`config.mk`:
```
export PLATFORM = sky130hd
export DESIGN_NAME = fetch_unit
export DESIGN_NICKNAME = d
export VERILOG_FILES = /design/src/fetch_pkg.sv /design/src/predict_pkg.sv /design/src/pc_gen.sv /design/src/branch_predictor.sv /design/src/if_id_reg.sv /design/src/fetch_unit.sv
export VERILOG_INCLUDE_DIRS = /design/src /design/src/src
export SDC_FILE = /design/constraint.sdc
export NUM_CORES = 1
export LEC_CHECK = 0
export ABC_CLOCK_PERIOD_IN_PS = 3950
export BUFFER_PORTS_ARGS = -buffer_cell sky130_fd_sc_hd__buf_2
export CORE_MARGIN = 4
export CORE_UTILIZATION = 54
export CTS_CLUSTER_DIAMETER = 80
export CTS_CLUSTER_SIZE = 16
export DETAILED_ROUTE_END_ITERATION = 6
export PLACE_DENSITY_LB_ADDON = 0.12
export SETUP_SLACK_MARGIN = 0.4
export SYNTH_ARGS = -nofsm -noshare
export SYNTH_HDL_FRONTEND = slang
export SYNTH_SLANG_ARGS = --single-unit
export TNS_END_PERCENT = 50
```
`constraint.sdc`:
```
create_clock -name clk -period 3.95 [get_ports clk]
set_clock_uncertainty 0.2 [all_clocks]
set_input_delay 0.5925 -clock clk [delete_from_list [all_inputs] [get_ports clk]]
set_output_delay 0.5925 -clock clk [all_outputs]
set_load 0.05 [all_outputs]
```
`src/fetch_defines.svh`:
```
`ifndef FETCH_DEFINES_SVH
`define FETCH_DEFINES_SVH

// Datapath width for PCs and instruction words
`define FETCH_WIDTH 16

// First fetch address out of reset
`define RESET_PC 16'h0000

// Predictor tables are direct mapped on the low PC bits
`define BHT_ENTRIES 16
`define BHT_INDEX_BITS 4

`endif

```
`src/fetch_pkg.sv`:
```
`include "fetch_defines.svh"

package fetch_pkg;

    // Word address, addresses count instructions
    typedef logic [`FETCH_WIDTH-1:0] addr_t;

    // Raw instruction word from instruction memory
    typedef logic [`FETCH_WIDTH-1:0] inst_t;

endpackage

```
`src/predict_pkg.sv`:
```
`include "fetch_defines.svh"

package predict_pkg;

    // 2-bit saturating counter, upper bit is the taken decision
    typedef enum logic [1:0] {
        STRONG_NT = 2'd0,
        WEAK_NT   = 2'd1,
        WEAK_T    = 2'd2,
        STRONG_T  = 2'd3
    } counter_e;

    // Low PC bits select the table entry
    typedef logic [`BHT_INDEX_BITS-1:0] bht_index_t;

    // Remaining upper PC bits, kept in the target buffer
    typedef logic [`FETCH_WIDTH-`BHT_INDEX_BITS-1:0] btb_tag_t;

endpackage

```
`src/pc_gen.sv`:
```
`include "fetch_defines.svh"

module pc_gen (
    input  logic             clk,
    input  logic             rst,
    input  logic             stall,
    input  logic             redirect_valid,
    input  fetch_pkg::addr_t redirect_pc,
    input  logic             pred_taken,
    input  fetch_pkg::addr_t pred_target,
    output fetch_pkg::addr_t pc,
    output fetch_pkg::addr_t pc_next
);

    fetch_pkg::addr_t pc_seq;

    assign pc_seq = pc + 1'b1;

    // Predicted next PC, ignores redirect and stall
    always_comb begin
        if (pred_taken) begin
            pc_next = pred_target;
        end else begin
            pc_next = pc_seq;
        end
    end

    always_ff @(posedge clk) begin
        if (rst) begin
            pc <= `RESET_PC;
        end else if (redirect_valid) begin
            pc <= redirect_pc; // Execute stage wins over everything
        end else if (!stall) begin
            pc <= pc_next;
        end
    end

    // Stall without redirect freezes the fetch address
    property p_stall_holds_pc;
        @(posedge clk) disable iff (rst)
        (stall && !redirect_valid) |=> (pc == $past(pc));
    endproperty

    a_stall_holds_pc: assert property (p_stall_holds_pc)
        else $error("PC moved during stall");

endmodule

```
`src/branch_predictor.sv`:
```
`include "fetch_defines.svh"

module branch_predictor (
    input  logic             clk,
    input  logic             rst,
    input  fetch_pkg::addr_t pc,
    output logic             pred_taken,
    output logic [1:0]       prediction,
    output fetch_pkg::addr_t pred_target,
    input  logic             resolve_valid,
    input  fetch_pkg::addr_t resolve_pc,
    input  logic             resolve_taken,
    input  fetch_pkg::addr_t resolve_target
);

    // Branch history table
    predict_pkg::counter_e bht [`BHT_ENTRIES];

    // Direct-mapped target buffer
    logic [`BHT_ENTRIES-1:0] btb_valid;
    predict_pkg::btb_tag_t   btb_tag    [`BHT_ENTRIES];
    fetch_pkg::addr_t        btb_target [`BHT_ENTRIES];

    predict_pkg::bht_index_t lk_idx;
    predict_pkg::btb_tag_t   lk_tag;
    logic [1:0]              lk_cnt;
    logic                    lk_hit;

    predict_pkg::bht_index_t upd_idx;
    predict_pkg::btb_tag_t   upd_tag;
    predict_pkg::counter_e   upd_cnt;

    // Lookup side
    assign lk_idx = pc[`BHT_INDEX_BITS-1:0];
    assign lk_tag = pc[`FETCH_WIDTH-1:`BHT_INDEX_BITS];
    assign lk_cnt = bht[lk_idx];
    assign lk_hit = btb_valid[lk_idx] && (btb_tag[lk_idx] == lk_tag);

    assign prediction  = lk_cnt;
    assign pred_taken  = lk_cnt[1] && lk_hit; // Needs both direction and target
    assign pred_target = pred_taken ? btb_target[lk_idx] : pc + 1'b1;

    // Update side
    assign upd_idx = resolve_pc[`BHT_INDEX_BITS-1:0];
    assign upd_tag = resolve_pc[`FETCH_WIDTH-1:`BHT_INDEX_BITS];

    // Saturating step
    always_comb begin
        case (bht[upd_idx])
            predict_pkg::STRONG_NT: begin
                upd_cnt = resolve_taken ? predict_pkg::WEAK_NT : predict_pkg::STRONG_NT;
            end
            predict_pkg::WEAK_NT: begin
                upd_cnt = resolve_taken ? predict_pkg::WEAK_T : predict_pkg::STRONG_NT;
            end
            predict_pkg::WEAK_T: begin
                upd_cnt = resolve_taken ? predict_pkg::STRONG_T : predict_pkg::WEAK_NT;
            end
            default: begin
                upd_cnt = resolve_taken ? predict_pkg::STRONG_T : predict_pkg::WEAK_T;
            end
        endcase
    end

    always_ff @(posedge clk) begin
        if (rst) begin
            for (int i = 0; i < `BHT_ENTRIES; i++) begin
                bht[i] <= predict_pkg::WEAK_NT;
            end
            btb_valid <= '0;
        end else if (resolve_valid) begin
            bht[upd_idx] <= upd_cnt;
            if (resolve_taken) begin
                btb_valid[upd_idx] <= 1'b1; // Only taken branches allocate
            end
        end
    end

    // Tag and target payload
    always_ff @(posedge clk) begin
        if (resolve_valid && resolve_taken) begin
            btb_tag[upd_idx]    <= upd_tag;
            btb_target[upd_idx] <= resolve_target;
        end
    end

    a_resolve_known: assert property (
        @(posedge clk) disable iff (rst)
        resolve_valid |-> !$isunknown(resolve_taken)
    ) else $error("Unknown branch outcome on resolve");

endmodule

```
`src/if_id_reg.sv`:
```
module if_id_reg (
    input  logic             clk,
    input  logic             rst,
    input  logic             stall,
    input  logic             flush,
    input  fetch_pkg::addr_t pc,
    input  fetch_pkg::addr_t pc_next,
    input  fetch_pkg::inst_t inst,
    input  logic [1:0]       prediction,
    input  fetch_pkg::addr_t pred_target,
    output logic             if_id_valid,
    output fetch_pkg::addr_t if_id_pc,
    output fetch_pkg::addr_t if_id_pc_next,
    output fetch_pkg::inst_t if_id_inst,
    output logic [1:0]       if_id_prediction,
    output fetch_pkg::addr_t if_id_predicted_target
);

    always_ff @(posedge clk) begin
        if (rst) begin
            if_id_valid            <= 1'b0;
            if_id_pc               <= '0;
            if_id_pc_next          <= '0;
            if_id_inst             <= '0;
            if_id_prediction       <= '0;
            if_id_predicted_target <= '0;
        end else if (flush) begin
            if_id_valid <= 1'b0; // Payload is don't care once invalid
        end else if (!stall) begin
            if_id_valid            <= 1'b1;
            if_id_pc               <= pc;
            if_id_pc_next          <= pc_next;
            if_id_inst             <= inst;
            if_id_prediction       <= prediction;
            if_id_predicted_target <= pred_target;
        end
        // Stall holds every field
    end

    // Flush must leave a bubble for decode
    property p_flush_bubble;
        @(posedge clk) disable iff (rst)
        flush |=> !if_id_valid;
    endproperty

    a_flush_bubble: assert property (p_flush_bubble)
        else $error("IF/ID valid after flush");

endmodule

```
`src/fetch_unit.sv`:
```
module fetch_unit (
    input  logic             clk,
    input  logic             rst,
    input  logic             stall,
    input  logic             redirect_valid,
    input  fetch_pkg::addr_t redirect_pc,
    input  logic             resolve_valid,
    input  fetch_pkg::addr_t resolve_pc,
    input  logic             resolve_taken,
    input  fetch_pkg::addr_t resolve_target,
    output fetch_pkg::addr_t imem_addr,
    input  fetch_pkg::inst_t imem_data,
    output logic             if_id_valid,
    output fetch_pkg::addr_t if_id_pc,
    output fetch_pkg::addr_t if_id_pc_next,
    output fetch_pkg::inst_t if_id_inst,
    output logic [1:0]       if_id_prediction,
    output fetch_pkg::addr_t if_id_predicted_target
);

    fetch_pkg::addr_t pc;
    fetch_pkg::addr_t pc_next;
    fetch_pkg::addr_t pred_target;
    logic             pred_taken;
    logic [1:0]       prediction;

    assign imem_addr = pc; // Memory answers in the same cycle

    pc_gen i_pc_gen (
        .clk            (clk),
        .rst            (rst),
        .stall          (stall),
        .redirect_valid (redirect_valid),
        .redirect_pc    (redirect_pc),
        .pred_taken     (pred_taken),
        .pred_target    (pred_target),
        .pc             (pc),
        .pc_next        (pc_next)
    );

    branch_predictor i_branch_predictor (
        .clk            (clk),
        .rst            (rst),
        .pc             (pc),
        .pred_taken     (pred_taken),
        .prediction     (prediction),
        .pred_target    (pred_target),
        .resolve_valid  (resolve_valid),
        .resolve_pc     (resolve_pc),
        .resolve_taken  (resolve_taken),
        .resolve_target (resolve_target)
    );

    // Redirect doubles as the flush
    if_id_reg i_if_id_reg (
        .clk                    (clk),
        .rst                    (rst),
        .stall                  (stall),
        .flush                  (redirect_valid),
        .pc                     (pc),
        .pc_next                (pc_next),
        .inst                   (imem_data),
        .prediction             (prediction),
        .pred_target            (pred_target),
        .if_id_valid            (if_id_valid),
        .if_id_pc               (if_id_pc),
        .if_id_pc_next          (if_id_pc_next),
        .if_id_inst             (if_id_inst),
        .if_id_prediction       (if_id_prediction),
        .if_id_predicted_target (if_id_predicted_target)
    );

endmodule

```
==> results.rst <==
.. list-table::
   :header-rows: 1

   * - Metric
     - Value
   * - Status
     - finished, final reports clean
   * - Die width
     - between 200 and 250 µm
   * - CP Capture Type
     - flop
   * - Number of clock sinks
     - 567
   * - Worst path setup slack after routing
     - around 0.57 ns
   * - RePlAce Congestion
     - slightly below 0.8
   * - All-Layer GR Usage
     - between 20% and 30%
   * - Pwr Total
     - 11.60 mW
   * - Largest net degree at the start of global routing
     - between 60 and 70
   * - RSZ-0062 raised after global routing
     - false
   * - Number of I/O pins
     - about 150
   * - Deepest level of the CTS H-tree
     - 2
   * - Leakage
     - between 8 and 9 nW
   * - Cell at the root of the clock tree
     - sky130_fd_sc_hd__clkbuf_16
   * - Type of the tightest min-delay check
     - in -> reg
   * - Combined area of all synthesized cells
     - between 20000 and 25000 µm²
   * - Chip Height
     - roughly 210 µm
   * - Source-to-sink clock delay at the later pin of the worst-skew pair
     - roughly 0.56 ns
   * - DR WL/cell
     - around 27 µm
   * - Critical-path cell list
     - buf_4 > buf_12 > mux4_1 > mux2_2 > nor2_1 > o211a_1 > nor2_1 > nor4_4 > buf_6 > mux2i_1 > o221ai_1
   * - Post-synthesis share of cell area spent on xor and xnor gates
     - 1.044%
   * - Dpl cell area
     - 24200 µm²
   * - Post-detailed-route count of antenna-violating nets
     - 0
   * - Leading area contributor after synthesis
     - sky130_fd_sc_hd__edfxtp_1
   * - Remaining Overflow, GRT
     - 0
   * - Count of different cell masters after synthesis
     - between 40 and 50
   * - Critical-path maximum fanout
     - 16
   * - Critical-path cell with the highest stage delay
     - sky130_fd_sc_hd__mux4_1
   * - Worst-path clk slew
     - around 0.080 ns
   * - Average cell area after synthesis
     - ~18 µm²
   * - Sequential power share
     - between 50% and 60%
   * - Routed wire length
     - roughly 54000 µm
   * - Transition time at the pin with the least slew margin
     - just over 0.9 ns
   * - Effective utilization at floorplan
     - 55.09%
   * - Most frequently used flop master after synthesis
     - sky130_fd_sc_hd__edfxtp_1
   * - Post-route clock period utilization
     - 85.52%
   * - Area of the die
     - roughly 45000 µm²
   * - Post-layout minimum cycle time
     - ~3.4 ns
   * - Total power divided by cell area
     - about 460 nW/µm²
   * - Max_cap viols
     - 0
   * - TritonCTS clock tree
     - done
   * - Clk network pwr share
     - between 30% and 40%
   * - Syn nets
     - between 1000 and 1500
   * - Proportion of layout cells with a drive suffix above 1
     - between 20 and 30%
   * - Port Buffer Count
     - 152
   * - Synth async-reset ratio
     - 0%
   * - Maximum resistive drop on vdd
     - 0.3256 mV
   * - Worst reg2reg setup slack
     - about 0.57 ns
   * - Setup slack after placement
     - between 0.3 and 0.4 ns
   * - Register area share after synthesis
     - 71.33%
   * - Switching Share
     - 22.70%
   * - Number of hold buffers added after cts
     - 0
   * - Final instance area
     - 25470 µm²
   * - Final core utilization
     - between 60% and 70%
   * - # diodes
     - 0
   * - Fmax
     - slightly below 300 MHz
   * - Vias per cell
     - roughly 6.2
   * - Total iterations of the first detailed-routing run
     - 5
   * - DRC violation count after routing
     - 0
   * - Post-synth EDFFs
     - 480
   * - CTS Buf Count
     - ~40
   * - Final Instance Count excl. Fillers
     - between 1500 and 2000
   * - DRC marker count from the first detailed-route iteration
     - between 1000 and 1500
   * - Synth-to-layout area growth
     - 12.45%
   * - Required time at the endpoint of the critical path
     - 4.15 ns
   * - Simple-gate portion of the synthesized area
     - 5.541%
   * - Antenna violations before repair
     - 3
   * - Category of the worst setup path launch point
     - flop
   * - Synth Register Bits
     - about 570
   * - Number of standard-cell rows in the floorplan
     - 74
   * - Number of endpoints with negative hold slack in the final report
     - 0
   * - Vias after detailed routing
     - 12300
   * - Vias in the first global route
     - roughly 12000
   * - Ranking of synthesized cells by area
     - sky130_fd_sc_hd__edfxtp_1, sky130_fd_sc_hd__mux4_2, sky130_fd_sc_hd__dfxtp_1
   * - Fraction of power consumed by combinational cells
     - under 10%
   * - Critical setup path kind
     - reg -> reg
   * - HPWL reported at the end of detailed placement
     - between 30000 and 40000 µm
   * - Number of buffers on the longest clock path
     - 3
   * - Synthesized instance count
     - 1288
   * - Post-synthesis adder-cell area fraction
     - less than 1%
   * - Worst Path Arrival
     - about 3.6 ns
   * - Largest family of logic cells by synthesized area
     - multiplexers
   * - Number of setup violations in the final report
     - 0
   * - CP max stage delay
     - 0.59 ns
   * - Total Nets Final
     - about 1500
   * - Core Region
     - just over 40000 µm²
   * - Fraction of synthesized area in multiplexers
     - 17.15%
   * - Synth Area in Compound Gates
     - ~2.5%
   * - Cell type with the highest occurrence count on the critical path
     - sky130_fd_sc_hd__nor2_1
   * - Synth warnings
     - 0
   * - Global-route wire length before repair
     - roughly 80000 µm
   * - Final number of max-transition violations
     - 0
   * - Worst slew margin relative to its limit
     - around two fifths
   * - DP Cell Count
     - just under 2000
   * - Yosys top cell area share
     - between 60 and 70%
   * - Internal power
     - 8.966 mW
   * - Net switching power of the design
     - ~2.6 mW
[Yosys cell counts (2+ instances only)]
master,instances
sky130_fd_sc_hd__a211oi_1,7
sky130_fd_sc_hd__a21oi_1,51
sky130_fd_sc_hd__a221oi_1,4
sky130_fd_sc_hd__a22oi_1,3
sky130_fd_sc_hd__and2_1,3
sky130_fd_sc_hd__buf_1,11
sky130_fd_sc_hd__buf_2,13
sky130_fd_sc_hd__buf_4,20
sky130_fd_sc_hd__buf_6,2
sky130_fd_sc_hd__clkbuf_1,50
sky130_fd_sc_hd__dfxtp_1,87
sky130_fd_sc_hd__edfxtp_1,480
sky130_fd_sc_hd__inv_1,6
sky130_fd_sc_hd__maj3_1,2
sky130_fd_sc_hd__mux2_2,2
sky130_fd_sc_hd__mux2i_1,60
sky130_fd_sc_hd__mux4_1,5
sky130_fd_sc_hd__mux4_2,139
sky130_fd_sc_hd__nand2_1,112
sky130_fd_sc_hd__nand2b_1,23
sky130_fd_sc_hd__nand3_1,23
sky130_fd_sc_hd__nand4_1,5
sky130_fd_sc_hd__nand4b_1,2
sky130_fd_sc_hd__nor2_1,86
sky130_fd_sc_hd__nor2b_1,6
sky130_fd_sc_hd__nor3_1,9
sky130_fd_sc_hd__nor3b_1,2
sky130_fd_sc_hd__o21ai_0,6
sky130_fd_sc_hd__o21ai_1,10
sky130_fd_sc_hd__o221ai_1,2
sky130_fd_sc_hd__o22ai_1,12
sky130_fd_sc_hd__or2_2,4
sky130_fd_sc_hd__or3_1,3
sky130_fd_sc_hd__xnor2_1,22
sky130_fd_sc_hd__xor2_1,5
[cells by family (layout without fill, tap and decap cells)]
logic type / Yosys count / after routing
buffers and inverters: 104 / 279
AO/OA/AOI/OAI: 99 / 99
flip-flops: 567 / 567
multiplexers: 206 / 206
AND/OR/NAND/NOR: 282 / 282
adder cells (fa/ha/maj): 3 / 3
XOR/XNOR: 27 / 27
[worst max-delay path: cells and delay by family, from the launching register on]
family | cells | cell delay [ns]
DFF | 1 | 0.47
buffers and inverters | 3 | 0.59
muxes | 3 | 1.19
and+or+nand+nor | 3 | 0.44
AOI/OAI and AO/OA | 2 | 0.32
[per-stage QoR]
stage / hold WS (ns) / TNS (ns)
2_1_floorplan: 0.2348 / -1.045
3_3_place_gp: 0.2388 / 0
3_5_place_dp: 0.2446 / 0
4_1_cts: 0.04487 / 0
5_1_grt: 0.06722 / 0
6_report: 0.06563 / 0
[layer usage]
layer,vias to the layer above,track usage (%),part of all wire (%),routed length (µm)
met5,-,0,0.078,42
met4,6,6.064,2.4,1302
met3,83,3.394,6.3,3382
met2,473,39.32,49,26310
met1,6419,33.90,43,23010
li1,5317,-,-,-
[flip-flops by register name (all words and copies together), names as in the netlist, named ones only]
name                                count
i_branch_predictor.btb_target         256
i_if_id_reg.if_id_prediction            2
i_if_id_reg.if_id_pc_next              14
i_if_id_reg.if_id_inst                 16
i_branch_predictor.btb_tag            192
i_branch_predictor.bht                 32
i_branch_predictor.btb_valid           16
i_if_id_reg.if_id_predicted_target      2
i_pc_gen.pc                            16
i_if_id_reg.if_id_pc                   16
i_if_id_reg.if_id_valid                 1
[repair_timing]
item	CTS	global route
setup endpoints to repair	28	36
setup buffers	1	10
gates resized for setup	0	1
hold endpoints to repair	0	0
[cells in the final DEF (no fill, tap or decap), drive strengths merged, types with 7 or more instances in the layout]
master / count
a21oi: 51
inv: 9
o22ai: 12
mux4: 144
clkbuf: 56
nand3: 23
dfxtp: 87
nor3: 9
edfxtp: 480
xnor2: 22
nand2b: 23
o21ai: 16
nor2: 86
nand2: 112
a211oi: 7
mux2i: 60
buf: 213
[power by group through the flow]
stage	logic, mW	registers (mW)	clock network [mW]
6_report	1.03	6.66	3.91
5_1_grt	1.10	6.66	4.23
4_1_cts	1.00	6.67	3.99
3_5_place_dp	0.990	6.81	0
3_3_place_gp	0.977	6.80	0
2_1_floorplan	0.600	6.85	0
[area by class of cell]
| type | count | area [µm²] |
|---|---|---|
| inverters | 7 | 26.28 |
| clock buffers | 56 | 1125 |
| well taps | 532 | 665.6 |
| fillers | 2953 | 15640 |
| clock inverters | 3 | 21.27 |
| repair buffers | 213 | 1348 |
| multi-input cells | 617 | 6117 |
| flip-flops and latches | 567 | 16170 |
[final timing paths]
path,startpoint,end,depth (start not counted)
max,flop,flop,11
min,imem_data[12],i_if_id_reg.if_id_inst[12],3
max reg2reg,flop,flop,11
min reg2reg,i_if_id_reg.if_id_inst[5],i_if_id_reg.if_id_inst[5],2
Note: power is estimated with default switching activity, not from simulation.
